==> src/verilog/trdb_settings.svh <==
/*
 * trace format widths, branch map capacity and resync limit
 */

`ifndef TRDB_SETTINGS_SVH
`define TRDB_SETTINGS_SVH

// core side widths
`define XLEN 32
`define INST_LEN 32
`define CAUSE_LEN 5
`define PRIV_LEN 2

// branch map, 31 entries fit a 5 bit count
`define BRANCH_MAP_LEN 31
`define BRANCH_COUNT_LEN 5

// packet output
`define PAYLOAD_LEN 72
`define P_LEN 4

// quiet tc instructions before a forced sync
`define RESYNC_MAX 16

`endif

==> src/verilog/rv_isa_pkg.sv <==
/*
 * core side types: major opcodes, privilege levels, trap return words
 */

`include "trdb_settings.svh"

package rv_isa_pkg;

    // major opcodes, bits [6:0] of a 32 bit instruction
    typedef enum logic [6:0] {
        OPC_LOAD   = 7'b0000011,
        OPC_OP_IMM = 7'b0010011,
        OPC_STORE  = 7'b0100011,
        OPC_OP     = 7'b0110011,
        OPC_BRANCH = 7'b1100011,
        OPC_JALR   = 7'b1100111,
        OPC_JAL    = 7'b1101111,
        OPC_SYSTEM = 7'b1110011
    } rv_opcode_e;

    // privilege levels, 2'b10 is reserved
    typedef enum logic [`PRIV_LEN-1:0] {
        PRIV_U = 2'b00,
        PRIV_S = 2'b01,
        PRIV_M = 2'b11
    } rv_priv_e;

    // full encodings of the trap returns
    localparam logic [`INST_LEN-1:0] MRET_WORD = 32'h30200073;
    localparam logic [`INST_LEN-1:0] SRET_WORD = 32'h10200073;

endpackage

==> src/verilog/trdb_pkg.sv <==
/*
 * encoder side types: packet formats and sync subformats
 */

package trdb_pkg;

    // packet format field, 2 bits wide
    // value 0 (differential branch format) is never produced here
    typedef enum logic [1:0] {
        F_BRANCH_FULL = 2'h1,
        F_ADDR_ONLY   = 2'h2,
        F_SYNC        = 2'h3
    } trdb_format_e;

    // subformat of a sync packet
    // start covers trace start, privilege change and resync
    typedef enum logic [1:0] {
        SF_START = 2'h0,
        SF_TRAP  = 2'h1
    } trdb_sync_subformat_e;

    // subformat is also carried with non sync packets,
    // where the receiver ignores it

endpackage

==> src/verilog/trdb_itype_detector.sv <==
/*
 * tc instruction classifier: conditional branch, taken, uninferable jump
 */

`timescale 1ns/1ps

`include "trdb_settings.svh"

module trdb_itype_detector (
    input  logic [`INST_LEN-1:0] tc_inst_data_i,
    input  logic [`XLEN-1:0]     tc_pc_i,
    input  logic [`XLEN-1:0]     nc_pc_i,
    input  logic                 tc_exception_i,
    output logic                 branch_o,
    output logic                 branch_taken_o,
    output logic                 updiscon_o
);

    rv_isa_pkg::rv_opcode_e opcode;
    logic                   is_branch;
    logic                   is_jump;

    assign opcode = rv_isa_pkg::rv_opcode_e'(tc_inst_data_i[6:0]);

    always_comb begin
        is_branch = 1'b0;
        is_jump   = 1'b0;
        case (opcode)
            rv_isa_pkg::OPC_BRANCH: is_branch = 1'b1;
            // target held in a register, decoder cannot infer it
            rv_isa_pkg::OPC_JALR:   is_jump = 1'b1;
            // mret and sret return to a csr held epc
            rv_isa_pkg::OPC_SYSTEM: is_jump = (tc_inst_data_i == rv_isa_pkg::MRET_WORD) ||
                                              (tc_inst_data_i == rv_isa_pkg::SRET_WORD);
            // jal is pc relative, the decoder follows it from the image
            default:                is_jump = 1'b0;
        endcase
    end

    // a trapped instruction never reached its own target
    assign branch_o       = is_branch && !tc_exception_i;
    assign branch_taken_o = branch_o && (nc_pc_i != (tc_pc_i + `XLEN'd4));
    assign updiscon_o     = is_jump && !tc_exception_i;

endmodule

==> src/verilog/trdb_branch_map.sv <==
/*
 * branch map: outcome bits of conditional branches and their count
 */

`timescale 1ns/1ps

`include "trdb_settings.svh"

module trdb_branch_map (
    input  logic                         clk_i,
    input  logic                         rst_ni,
    input  logic                         valid_i,
    input  logic                         taken_i,
    input  logic                         flush_i,
    output logic [`BRANCH_MAP_LEN-1:0]   map_o,
    output logic [`BRANCH_COUNT_LEN-1:0] count_o
);

    logic [`BRANCH_MAP_LEN-1:0]   map_q;
    logic [`BRANCH_COUNT_LEN-1:0] count_q;

    always_ff @(posedge clk_i, negedge rst_ni) begin
        if (!rst_ni) begin
            map_q   <= '0;
            count_q <= '0;
        end else if (flush_i) begin
            // old map went out with the packet
            map_q   <= '0;
            count_q <= '0;
            if (valid_i) begin
                // tc branch opens the new map
                map_q[0] <= !taken_i;
                count_q  <= `BRANCH_COUNT_LEN'd1;
            end
        end else if (valid_i) begin
            // e-trace polarity, 1 means not taken
            map_q[count_q] <= !taken_i;
            count_q        <= count_q + 1'b1;
        end
    end

    // a full map always forces a flush before the next write
    assign map_o   = map_q;
    assign count_o = count_q;

endmodule

==> src/verilog/trdb_priority.sv <==
/*
 * packet decision chain and resync counter
 */

`timescale 1ns/1ps

`include "trdb_settings.svh"

module trdb_priority (
    input  logic                               clk_i,
    input  logic                               rst_ni,
    input  logic                               tc_fresh_i,
    input  logic                               lc_valid_i,
    input  logic                               lc_exception_i,
    input  logic                               lc_updiscon_i,
    input  rv_isa_pkg::rv_priv_e               tc_priv_i,
    input  rv_isa_pkg::rv_priv_e               lc_priv_i,
    input  logic [`BRANCH_COUNT_LEN-1:0]       branch_count_i,
    output logic                               emit_o,
    output trdb_pkg::trdb_format_e             format_o,
    output trdb_pkg::trdb_sync_subformat_e     subformat_o
);

    logic [$clog2(`RESYNC_MAX+1)-1:0] resync_cnt_q;
    logic                             hit;

    // first matching rule wins
    always_comb begin
        hit         = 1'b1;
        format_o    = trdb_pkg::F_SYNC;
        subformat_o = trdb_pkg::SF_START;
        if (!lc_valid_i) begin
            // nothing before tc, trace (re)starts here
            subformat_o = trdb_pkg::SF_START;
        end else if (lc_exception_i) begin
            subformat_o = trdb_pkg::SF_TRAP;
        end else if (tc_priv_i != lc_priv_i) begin
            subformat_o = trdb_pkg::SF_START;
        end else if (resync_cnt_q == `RESYNC_MAX) begin
            subformat_o = trdb_pkg::SF_START;
        end else if (lc_updiscon_i) begin
            // pending branches have to go with the address
            format_o = (branch_count_i == '0) ? trdb_pkg::F_ADDR_ONLY
                                              : trdb_pkg::F_BRANCH_FULL;
        end else if (branch_count_i == `BRANCH_MAP_LEN) begin
            format_o = trdb_pkg::F_BRANCH_FULL;
        end else begin
            hit = 1'b0;
        end
    end

    // only a freshly shifted tc is judged, once
    assign emit_o = tc_fresh_i && hit;

    // quiet instruction counter
    always_ff @(posedge clk_i, negedge rst_ni) begin
        if (!rst_ni) begin
            resync_cnt_q <= '0;
        end else if (emit_o) begin
            resync_cnt_q <= '0;
        end else if (tc_fresh_i) begin
            resync_cnt_q <= resync_cnt_q + 1'b1;
        end
    end

endmodule

==> src/verilog/trdb_packet_emitter.sv <==
/*
 * payload packing, byte length and registered packet outputs
 */

`timescale 1ns/1ps

`include "trdb_settings.svh"

module trdb_packet_emitter (
    input  logic                               clk_i,
    input  logic                               rst_ni,
    input  logic                               emit_i,
    input  trdb_pkg::trdb_format_e             format_i,
    input  trdb_pkg::trdb_sync_subformat_e     subformat_i,
    input  logic [`XLEN-1:0]                   tc_pc_i,
    input  logic [`XLEN-1:0]                   lc_pc_i,
    input  rv_isa_pkg::rv_priv_e               tc_priv_i,
    input  logic [`CAUSE_LEN-1:0]              lc_cause_i,
    input  logic                               lc_interrupt_i,
    input  logic [`BRANCH_COUNT_LEN-1:0]       branch_count_i,
    input  logic [`BRANCH_MAP_LEN-1:0]         branch_map_i,
    output logic                               packet_valid_o,
    output trdb_pkg::trdb_format_e             packet_format_o,
    output trdb_pkg::trdb_sync_subformat_e     packet_subformat_o,
    output logic [`P_LEN-1:0]                  packet_length_o,
    output logic [`PAYLOAD_LEN-1:0]            packet_payload_o
);

    logic [`PAYLOAD_LEN-1:0] payload_d;
    logic [`P_LEN-1:0]       length_d;

    // fields from bit 0 upward, upper bits stay zero
    always_comb begin
        payload_d = '0;
        length_d  = '0;
        case (format_i)
            trdb_pkg::F_SYNC: begin
                if (subformat_i == trdb_pkg::SF_TRAP) begin
                    // 44 bits, pc of the trapping instruction
                    payload_d = `PAYLOAD_LEN'({lc_pc_i, lc_cause_i, lc_interrupt_i,
                                              tc_priv_i, subformat_i, format_i});
                    length_d  = `P_LEN'd6;
                end else begin
                    // 38 bits
                    payload_d = `PAYLOAD_LEN'({tc_pc_i, tc_priv_i, subformat_i, format_i});
                    length_d  = `P_LEN'd5;
                end
            end
            trdb_pkg::F_ADDR_ONLY: begin
                // 34 bits
                payload_d = `PAYLOAD_LEN'({tc_pc_i, format_i});
                length_d  = `P_LEN'd5;
            end
            trdb_pkg::F_BRANCH_FULL: begin
                // 70 bits, map bit 0 is the oldest branch
                payload_d = `PAYLOAD_LEN'({tc_pc_i, branch_map_i, branch_count_i, format_i});
                length_d  = `P_LEN'd9;
            end
            default: ;
        endcase
    end

    always_ff @(posedge clk_i, negedge rst_ni) begin
        if (!rst_ni) begin
            packet_valid_o     <= 1'b0;
            packet_format_o    <= trdb_pkg::F_SYNC;
            packet_subformat_o <= trdb_pkg::SF_START;
            packet_length_o    <= '0;
            packet_payload_o   <= '0;
        end else begin
            // one cycle pulse, fields hold until the next packet
            packet_valid_o <= emit_i;
            if (emit_i) begin
                packet_format_o    <= format_i;
                packet_subformat_o <= subformat_i;
                packet_length_o    <= length_d;
                packet_payload_o   <= payload_d;
            end
        end
    end

endmodule

==> src/verilog/trace_debugger.sv <==
/*
 * trace encoder top: strobe clocked nc/tc/lc stages and sub-module wiring
 */

`timescale 1ns/1ps

`include "trdb_settings.svh"

module trace_debugger (
    input  logic                           clk_i,
    input  logic                           rst_ni,
    input  logic                           trace_enable_i,
    input  logic                           inst_valid_i,
    input  logic [`INST_LEN-1:0]           inst_data_i,
    input  logic [`XLEN-1:0]               pc_i,
    input  rv_isa_pkg::rv_priv_e           priv_lvl_i,
    input  logic                           exception_i,
    input  logic                           interrupt_i,
    input  logic [`CAUSE_LEN-1:0]          cause_i,
    output logic                           packet_valid_o,
    output trdb_pkg::trdb_format_e         packet_format_o,
    output trdb_pkg::trdb_sync_subformat_e packet_subformat_o,
    output logic [`P_LEN-1:0]              packet_length_o,
    output logic [`PAYLOAD_LEN-1:0]        packet_payload_o
);

    // stage control
    logic                 nc_valid, tc_valid, lc_valid;
    logic                 tc_fresh;
    logic                 nc_exception, tc_exception, lc_exception;
    logic                 lc_updiscon;
    // stage payload
    logic [`INST_LEN-1:0] nc_inst_data, tc_inst_data;
    logic [`XLEN-1:0]     nc_pc, tc_pc, lc_pc;
    rv_isa_pkg::rv_priv_e nc_priv, tc_priv, lc_priv;
    logic                 nc_interrupt, tc_interrupt, lc_interrupt;
    logic [`CAUSE_LEN-1:0] nc_cause, tc_cause, lc_cause;
    // sub-module nets
    logic                 branch, branch_taken, updiscon, emit;
    logic [`BRANCH_MAP_LEN-1:0]     branch_map;
    logic [`BRANCH_COUNT_LEN-1:0]   branch_count;
    trdb_pkg::trdb_format_e         format;
    trdb_pkg::trdb_sync_subformat_e subformat;

    always_ff @(posedge clk_i, negedge rst_ni) begin
        if (!rst_ni) begin
            {nc_valid, tc_valid, lc_valid, tc_fresh} <= '0;
            {nc_exception, tc_exception, lc_exception, lc_updiscon} <= '0;
        end else if (!trace_enable_i) begin
            // pipeline drains, next enable starts cold
            {nc_valid, tc_valid, lc_valid, tc_fresh} <= '0;
        end else begin
            // tc judged once, right after it arrives
            tc_fresh <= inst_valid_i && nc_valid;
            if (inst_valid_i) begin
                {lc_valid, tc_valid, nc_valid} <= {tc_valid, nc_valid, 1'b1};
                {lc_exception, tc_exception, nc_exception} <=
                    {tc_exception, nc_exception, exception_i};
                lc_updiscon <= tc_valid && updiscon;
            end
        end
    end

    // shifts on every strobe, valid bits above say what is real
    always_ff @(posedge clk_i) begin
        if (inst_valid_i) begin
            {tc_inst_data, nc_inst_data} <= {nc_inst_data, inst_data_i};
            {lc_pc, tc_pc, nc_pc} <= {tc_pc, nc_pc, pc_i};
            lc_priv <= tc_priv;
            tc_priv <= nc_priv;
            nc_priv <= priv_lvl_i;
            {lc_interrupt, tc_interrupt, nc_interrupt} <= {tc_interrupt, nc_interrupt, interrupt_i};
            {lc_cause, tc_cause, nc_cause} <= {tc_cause, nc_cause, cause_i};
        end
    end

    trdb_itype_detector i_trdb_itype_detector (
        .tc_inst_data_i(tc_inst_data), .tc_pc_i(tc_pc), .nc_pc_i(nc_pc),
        .tc_exception_i(tc_exception), .branch_o(branch),
        .branch_taken_o(branch_taken), .updiscon_o(updiscon)
    );

    // emit hands the old map to the emitter and restarts it
    trdb_branch_map i_trdb_branch_map (
        .clk_i(clk_i), .rst_ni(rst_ni), .valid_i(tc_fresh && branch),
        .taken_i(branch_taken), .flush_i(emit), .map_o(branch_map), .count_o(branch_count)
    );

    trdb_priority i_trdb_priority (
        .clk_i(clk_i), .rst_ni(rst_ni), .tc_fresh_i(tc_fresh), .lc_valid_i(lc_valid),
        .lc_exception_i(lc_exception), .lc_updiscon_i(lc_updiscon), .tc_priv_i(tc_priv),
        .lc_priv_i(lc_priv), .branch_count_i(branch_count), .emit_o(emit),
        .format_o(format), .subformat_o(subformat)
    );

    trdb_packet_emitter i_trdb_packet_emitter (
        .clk_i(clk_i), .rst_ni(rst_ni), .emit_i(emit), .format_i(format),
        .subformat_i(subformat), .tc_pc_i(tc_pc), .lc_pc_i(lc_pc), .tc_priv_i(tc_priv),
        .lc_cause_i(lc_cause), .lc_interrupt_i(lc_interrupt),
        .branch_count_i(branch_count), .branch_map_i(branch_map),
        .packet_valid_o(packet_valid_o), .packet_format_o(packet_format_o),
        .packet_subformat_o(packet_subformat_o), .packet_length_o(packet_length_o),
        .packet_payload_o(packet_payload_o)
    );

endmodule

==> config.mk <==
export PLATFORM = sky130hd
export DESIGN_NAME = trace_debugger
export DESIGN_NICKNAME = d
export VERILOG_FILES = /design/src/verilog/rv_isa_pkg.sv /design/src/verilog/trdb_pkg.sv /design/src/verilog/trdb_itype_detector.sv /design/src/verilog/trdb_branch_map.sv /design/src/verilog/trdb_priority.sv /design/src/verilog/trdb_packet_emitter.sv /design/src/verilog/trace_debugger.sv
export VERILOG_INCLUDE_DIRS = /design/src /design/src/verilog
export SDC_FILE = /design/constraint.sdc
export NUM_CORES = 1
export LEC_CHECK = 0
export BUFFER_PORTS_ARGS = -buffer_cell sky130_fd_sc_hd__buf_4
export CORE_UTILIZATION = 52
export CTS_CLUSTER_SIZE = 20
export DETAILED_ROUTE_END_ITERATION = 10
export GPL_TIMING_DRIVEN = 0
export PLACE_DENSITY = 0.74
export RECOVER_POWER = 50
export SYNTH_ARGS = -nofsm -noshare
export SYNTH_HDL_FRONTEND = slang
export SYNTH_HIERARCHICAL = 1
export SYNTH_SLANG_ARGS = --single-unit
==> constraint.sdc <==
create_clock -name clk_i -period 3.63 [get_ports clk_i]
set_clock_uncertainty 0.2 [all_clocks]
set_input_delay 0 -clock clk_i [delete_from_list [all_inputs] [get_ports clk_i]]
set_output_delay 0 -clock clk_i [all_outputs]
set_load 0.005 [all_outputs]
Yosys cells after proc, flatten, opt, wreduce, memory -nomap -nowiden
Cells that the tools add are included.
W data, S select, Z words.
{ "classes": {"n_addsub": 3, "order_cmp": 2, "eq_ne": 14, "n_mux": 39, "reduce_logical": 15} }
{ "op_table": {"columns": ["cell", "count"], "rows": [
  ["$pmux W72 S3", 1],
  ["$mux W31", 2],
  ["$mux W44", 1],
  ["$add A32 B3 Y32 const B", 1],
  ["$eq A32 B29 Y1 const B", 1],
  ["$eq A32 B30 Y1 const B", 1],
  ["$ne A32 B32 Y1", 1],
  ["$bwmux W31", 1],
  ["$eq A7 B7 Y1 const B", 3],
  ["$mux W5", 4],
  ["$mux W1", 18],
  ["$mux W2", 9],
  ["$pmux W4 S3", 1],
  ["$add A5 B1 Y5 const B", 2],
  ["$eq A5 B5 Y1 const B", 2],
  ["$logic_and A1 B1 Y1", 8],
  ["$lt A5 B6 Y1 const B", 1],
  ["$demux W1 S5", 1],
  ["$ge A5 B1 Y1 const B", 1],
  ["$logic_not A5 Y1", 1],
  ["$eq A2 B1 Y1 const B", 2],
  ["$eq A2 B2 Y1 const B", 2],
  ["$reduce_bool A2 Y1", 2],
  ["$logic_not A1 Y1", 2],
  ["5 further kinds", 5]
]} }
{ "totals": {"reg_bits": 314, "out_inout_bits": 81, "elab_cells": 103} }

Logic depth before layout (Yosys ltp)
{ "depth": {"ltp_word": 9, "ltp_mapped": 12, "depth_no_buf": 10} }

Modules after synthesis
Netlist, hierarchy kept.
{ "modules_own_cells": {"columns": ["mod", "instances", "cells_each", "area_each_um2", "seq_area_each_um2"], "rows": [
  ["trace_debugger", 1, 205, 5854.4, 5725.5],
  ["trdb_packet_emitter", 1, 419, 4122.7, 1954.4],
  ["trdb_branch_map", 1, 175, 1766.7, 900.9],
  ["trdb_itype_detector", 1, 169, 1192.4, 0.0],
  ["trdb_priority", 1, 45, 420.4, 125.1]
]} }

Least setup slack after synthesis
No wires, ideal clock.
{ "synth_path": {"kind": "reg-to-reg", "start": "register tc_pc[2]", "end": "register i_trdb_branch_map.map_q[10], in the netlist i_trdb_branch_map/map_o[10]", "setup_time_ps": 137, "arrival_time_ps": 3106, "slack_ps": 188, "stages_incl_launch_ff": 13, "n_path_buf": 3, "period_less_slack_ps": 3442, "cell_sequence": "edfxtp_1 -> ha_1 -> buf_2 -> nand3_1 -> or4_2 -> o311ai_0 -> a22oi_1 -> and4bb_1 -> a31oi_1 -> clkbuf_1 -> or2_2 -> clkbuf_1 -> mux2i_1"} }
{ "synth_between": {"elab_chain_cells": 7} }
{ "synth_rtl": {"columns": ["element", "line", "text"], "rows": [
  ["from (decl)", "trace_debugger.sv:34", "logic [`XLEN-1:0] nc_pc, tc_pc, lc_pc;"],
  ["from (signal assigned)", "trace_debugger.sv:68", "{lc_pc, tc_pc, nc_pc} <= {tc_pc, nc_pc, pc_i};"],
  ["$add A32 B3 Y32", "trdb_itype_detector.sv:42", "assign branch_taken_o = branch_o && (nc_pc_i != (tc_pc_i + `XLEN'd4));"],
  ["$ne A32 B32 Y1", "trdb_itype_detector.sv:42", null],
  ["$logic_and A1 B1 Y1", "trdb_itype_detector.sv:42", null],
  ["named net branch_taken", "trace_debugger.sv:39", "logic branch, branch_taken, updiscon, emit;"],
  ["$logic_not A1 Y1", "trdb_branch_map.sv:37", "map_q[count_q] <= !taken_i;"],
  ["$bwmux W31", "trdb_branch_map.sv:37", null],
  ["$mux W31", "trdb_branch_map.sv:35", "end else if (valid_i) begin"],
  ["$mux W31", "trdb_branch_map.sv:26", "end else if (flush_i) begin"],
  ["to (signal, indexed assignment)", "trdb_branch_map.sv:37", null],
  ["to (decl)", "trdb_branch_map.sv:19", "logic [`BRANCH_MAP_LEN-1:0] map_q;"]
]} }
The timed path passes the listed nets, and every way through them passes these cells. The select of a mux whose other input is x is not followed.
A chain may end at the register's enable or synchronous reset.

Final worst setup path
{ "layout_path": {"start": "register tc_pc[4]", "end": "register i_trdb_branch_map.map_q[11], in the netlist i_trdb_branch_map/map_o[11]"} }
Same word-level chain as after synthesis.

==> flow_summary.json <==
{
  "r2r_slack_ns": 0.06,
  "std_cell_rows": 58,
  "max-vdd-ir-drop_uv": 648,
  "final-max-slew-violation-count": 33,
  "finalHoldViolations": 0,
  "critical_path.cell_chain": "nand4_4 > buf_12 > nor4_2 > nand3_1 > o2bb2ai_1 > a2111oi_2 > a31oi_1 > clkbuf_4 > or2_2 > buf_4 > mux2i_2",
  "critical_path.max_stage_delay_ns": 0.62,
  "final_min_period_over_clock_period": 0.985,
  "grt_first_pass_wirelength_um": 55100,
  "synth.avg_cell_area_um2": 13.2,
  "die-width_um": 162,
  "detail_route.vias_per_cell": 5.90,
  "crit_slowest_cell": "nor4_2",
  "synth_to_final_area_change_pct": 32.1,
  "place_inst": 1498,
  "cp.required_ns": 3.85,
  "routed_wire_length_per_instance_um": 21.2,
  "failed_checks": "max-capacitance violations, max-slew violations",
  "post_synth_instance_area_mm2": 0.0133,
  "detail_route.drc_violations": 0,
  "worstSkewPairLatency_ns": 0.52,
  "port_buffers": 154,
  "numCtsBuffers": 34,
  "setup_viol": 0,
  "dr.first_iter.drc_count": 1131,
  "drt_total_wl_um": 36500,
  "io_pins": 158,
  "route.vias.total": 10200,
  "start_util": 0.530,
  "synth_warnings": 6,
  "place_congestion": 0.896,
  "timing.setup.critical_path_class": "reg -> reg",
  "finish.cell_count_without_fillers": 1720,
  "cts.path.max_buffers": 3,
  "cts_tree": "built",
  "die_h_um": 162,
  "critical_path.startpoint_type": "flip-flop",
  "antenna_violations_before_repair": 1,
  "h_tree_lvl_count": 2,
  "run_status": "complete, but fails checks",
  "use_met2": 0.449,
  "hold_path.class": "in -> reg",
  "slew_hr": -0.212,
  "p_leak_nw": 7.12,
  "dp_hpwl_um": 22400,
  "gr-usage-met1": 0.379,
  "fillers": 1759,
  "fmaxAchievable_mhz": 280,
  "first_global_vias": 9728,
  "clkSlewWorstSetupHoldPaths_ns": 0.06,
  "core_region_area_mm2": 0.0251,
  "global_route.overflow_total": 0,
  "grtUsageMet3": 0.0569,
  "postRouteAntennaNets": 0,
  "detail_route.first_pass.iterations": 5,
  "arr_time_crit_path_ns": 3.80,
  "die-area_mm2": 0.0262,
  "synth_cells": 1011,
  "setup_total_negative_slack_ns": 0,
  "tritoncts_sink_count": 309,
  "drv_cap": 1,
  "worstSetupEndpointType": "flip-flop",
  "cts_root_buffer": "clkbuf_16",
  "num-nets-final": 1454,
  "globalRouteTotalUtil": 0.279,
  "grt_most_used_layer": "met2",
  "grt_start_max_net_pins": 133,
  "p_per_area_mw_per_mm2": 477,
  "crit_path_max_fanout": 10,
  "drive_above_1_share": 0.225,
  "worst-slew-pin-transition_ns": 1.82,
  "post-route-min-period_ns": 3.57
}
state kept, by name (all words and copies together), names as in the netlist, 2 cells and up:
name / cells
i_trdb_branch_map/count_o: 5
i_trdb_branch_map/map_o: 31
i_trdb_packet_emitter/packet_format_o: 2
i_trdb_packet_emitter/packet_length_o: 3
i_trdb_packet_emitter/packet_payload_o: 70
i_trdb_packet_emitter/packet_subformat_o: 2
i_trdb_priority/resync_cnt_q: 5
lc_cause: 5
lc_pc: 32
lc_priv: 2
nc_cause: 5
nc_inst_data: 31
nc_pc: 32
nc_priv: 2
tc_cause: 5
tc_inst_data: 31
tc_pc: 32
tc_priv: 2
layout make-up:
class                           instances  area [um2]  share of cell area
Sequential cell                       309        8650               0.492
Multi-Input combinational cell        596        4200               0.239
Timing Repair Buffer                  318        2720               0.155
Clock buffer                           44         920              0.0524
Tap cell                              330         413              0.0235
Buffer                                 67         375              0.0214
Clock inverter                         17         146             0.00833
Inverter                               38         143             0.00812
Antenna cell                            1        2.50            0.000142
report_power, final:
part | switching (mW) | internal [mW]
Combinational | 0.386 | 0.467
Sequential | 0.213 | 4.02
Clock | 1.36 | 1.94
Total | 1.96 | 6.42
worst paths after layout:
path | from | end | depth (start not counted)
max | tc_pc[4]$_DFFE_PP_ | i_trdb_branch_map/map_o[11]$_DFFE_PN0P_ | 11
min | pc_i[25] | nc_pc[25]$_DFFE_PP_ | 2
max reg2reg | tc_pc[4]$_DFFE_PP_ | i_trdb_branch_map/map_o[11]$_DFFE_PN0P_ | 11
min reg2reg | nc_inst_data[2]$_DFFE_PP_ | tc_inst_data[2]$_DFFE_PP_ | 0
max in group asynchronous | rst_ni | i_trdb_packet_emitter/packet_payload_o[45]$_DFFE_PN0P_ | 4
min in group asynchronous | rst_ni | i_trdb_packet_emitter/packet_payload_o[66]$_DFFE_PN0P_ | 4
worst max-delay path: cells and delay by family, from the launching register on:
kind	cells	cell delay [ns]
DFF	1	0.50
buffers and inverters	3	0.54
AOI/OAI and AO/OA	3	0.76
and+or+nand+nor	4	1.30
muxes	1	0.17
layer usage:
layer	vias to the layer above	wire, um
met5	-	0
met4	0	1040
met3	76	3290
met2	543	17500
met1	4955	14700
li1	4576	-
stage by stage:
stage | area (um2) | hold slack (ns) | utilization | setup WS (ns) | power [mW]
floorplan | 13300 | -0.496 | - | 0.188 | 4.51
global placement | 14900 | -0.0220 | 0.592 | -1.26 | 4.94
detailed placement | 14900 | -0.284 | 0.595 | -1.25 | 4.97
CTS | 17400 | 0.000991 | 0.694 | 0.00883 | 8.36
global route | 17600 | 0.0231 | 0.699 | -0.0103 | 8.65
finish | 17600 | 0.0276 | 0.700 | 0.0553 | 8.38
placed cells by master, fill, tap and decap left out, drive strengths merged, types with 15 or more instances in the layout:
cell	count
mux2i	20
edfxtp	182
and4b	32
clkbuf	178
nand2	26
a31oi	68
a21oi	55
or3	22
xor2	22
buf	129
o21ai	53
clkinv	15
xnor2	25
a22oi	29
dfrtp	125
inv	38
nand2b	19
nand3	59
dlygate4sd3	122
what timing repair did:
action,CTS,global route
resized for setup,12,9
buffers inserted,18,21
setup endpoints to repair,31,32
hold buffers,123,0
pin swaps,0,3
gates cloned,0,0
endpoints found under the hold margin,262,0
Power figures use the tool's default switching activity.
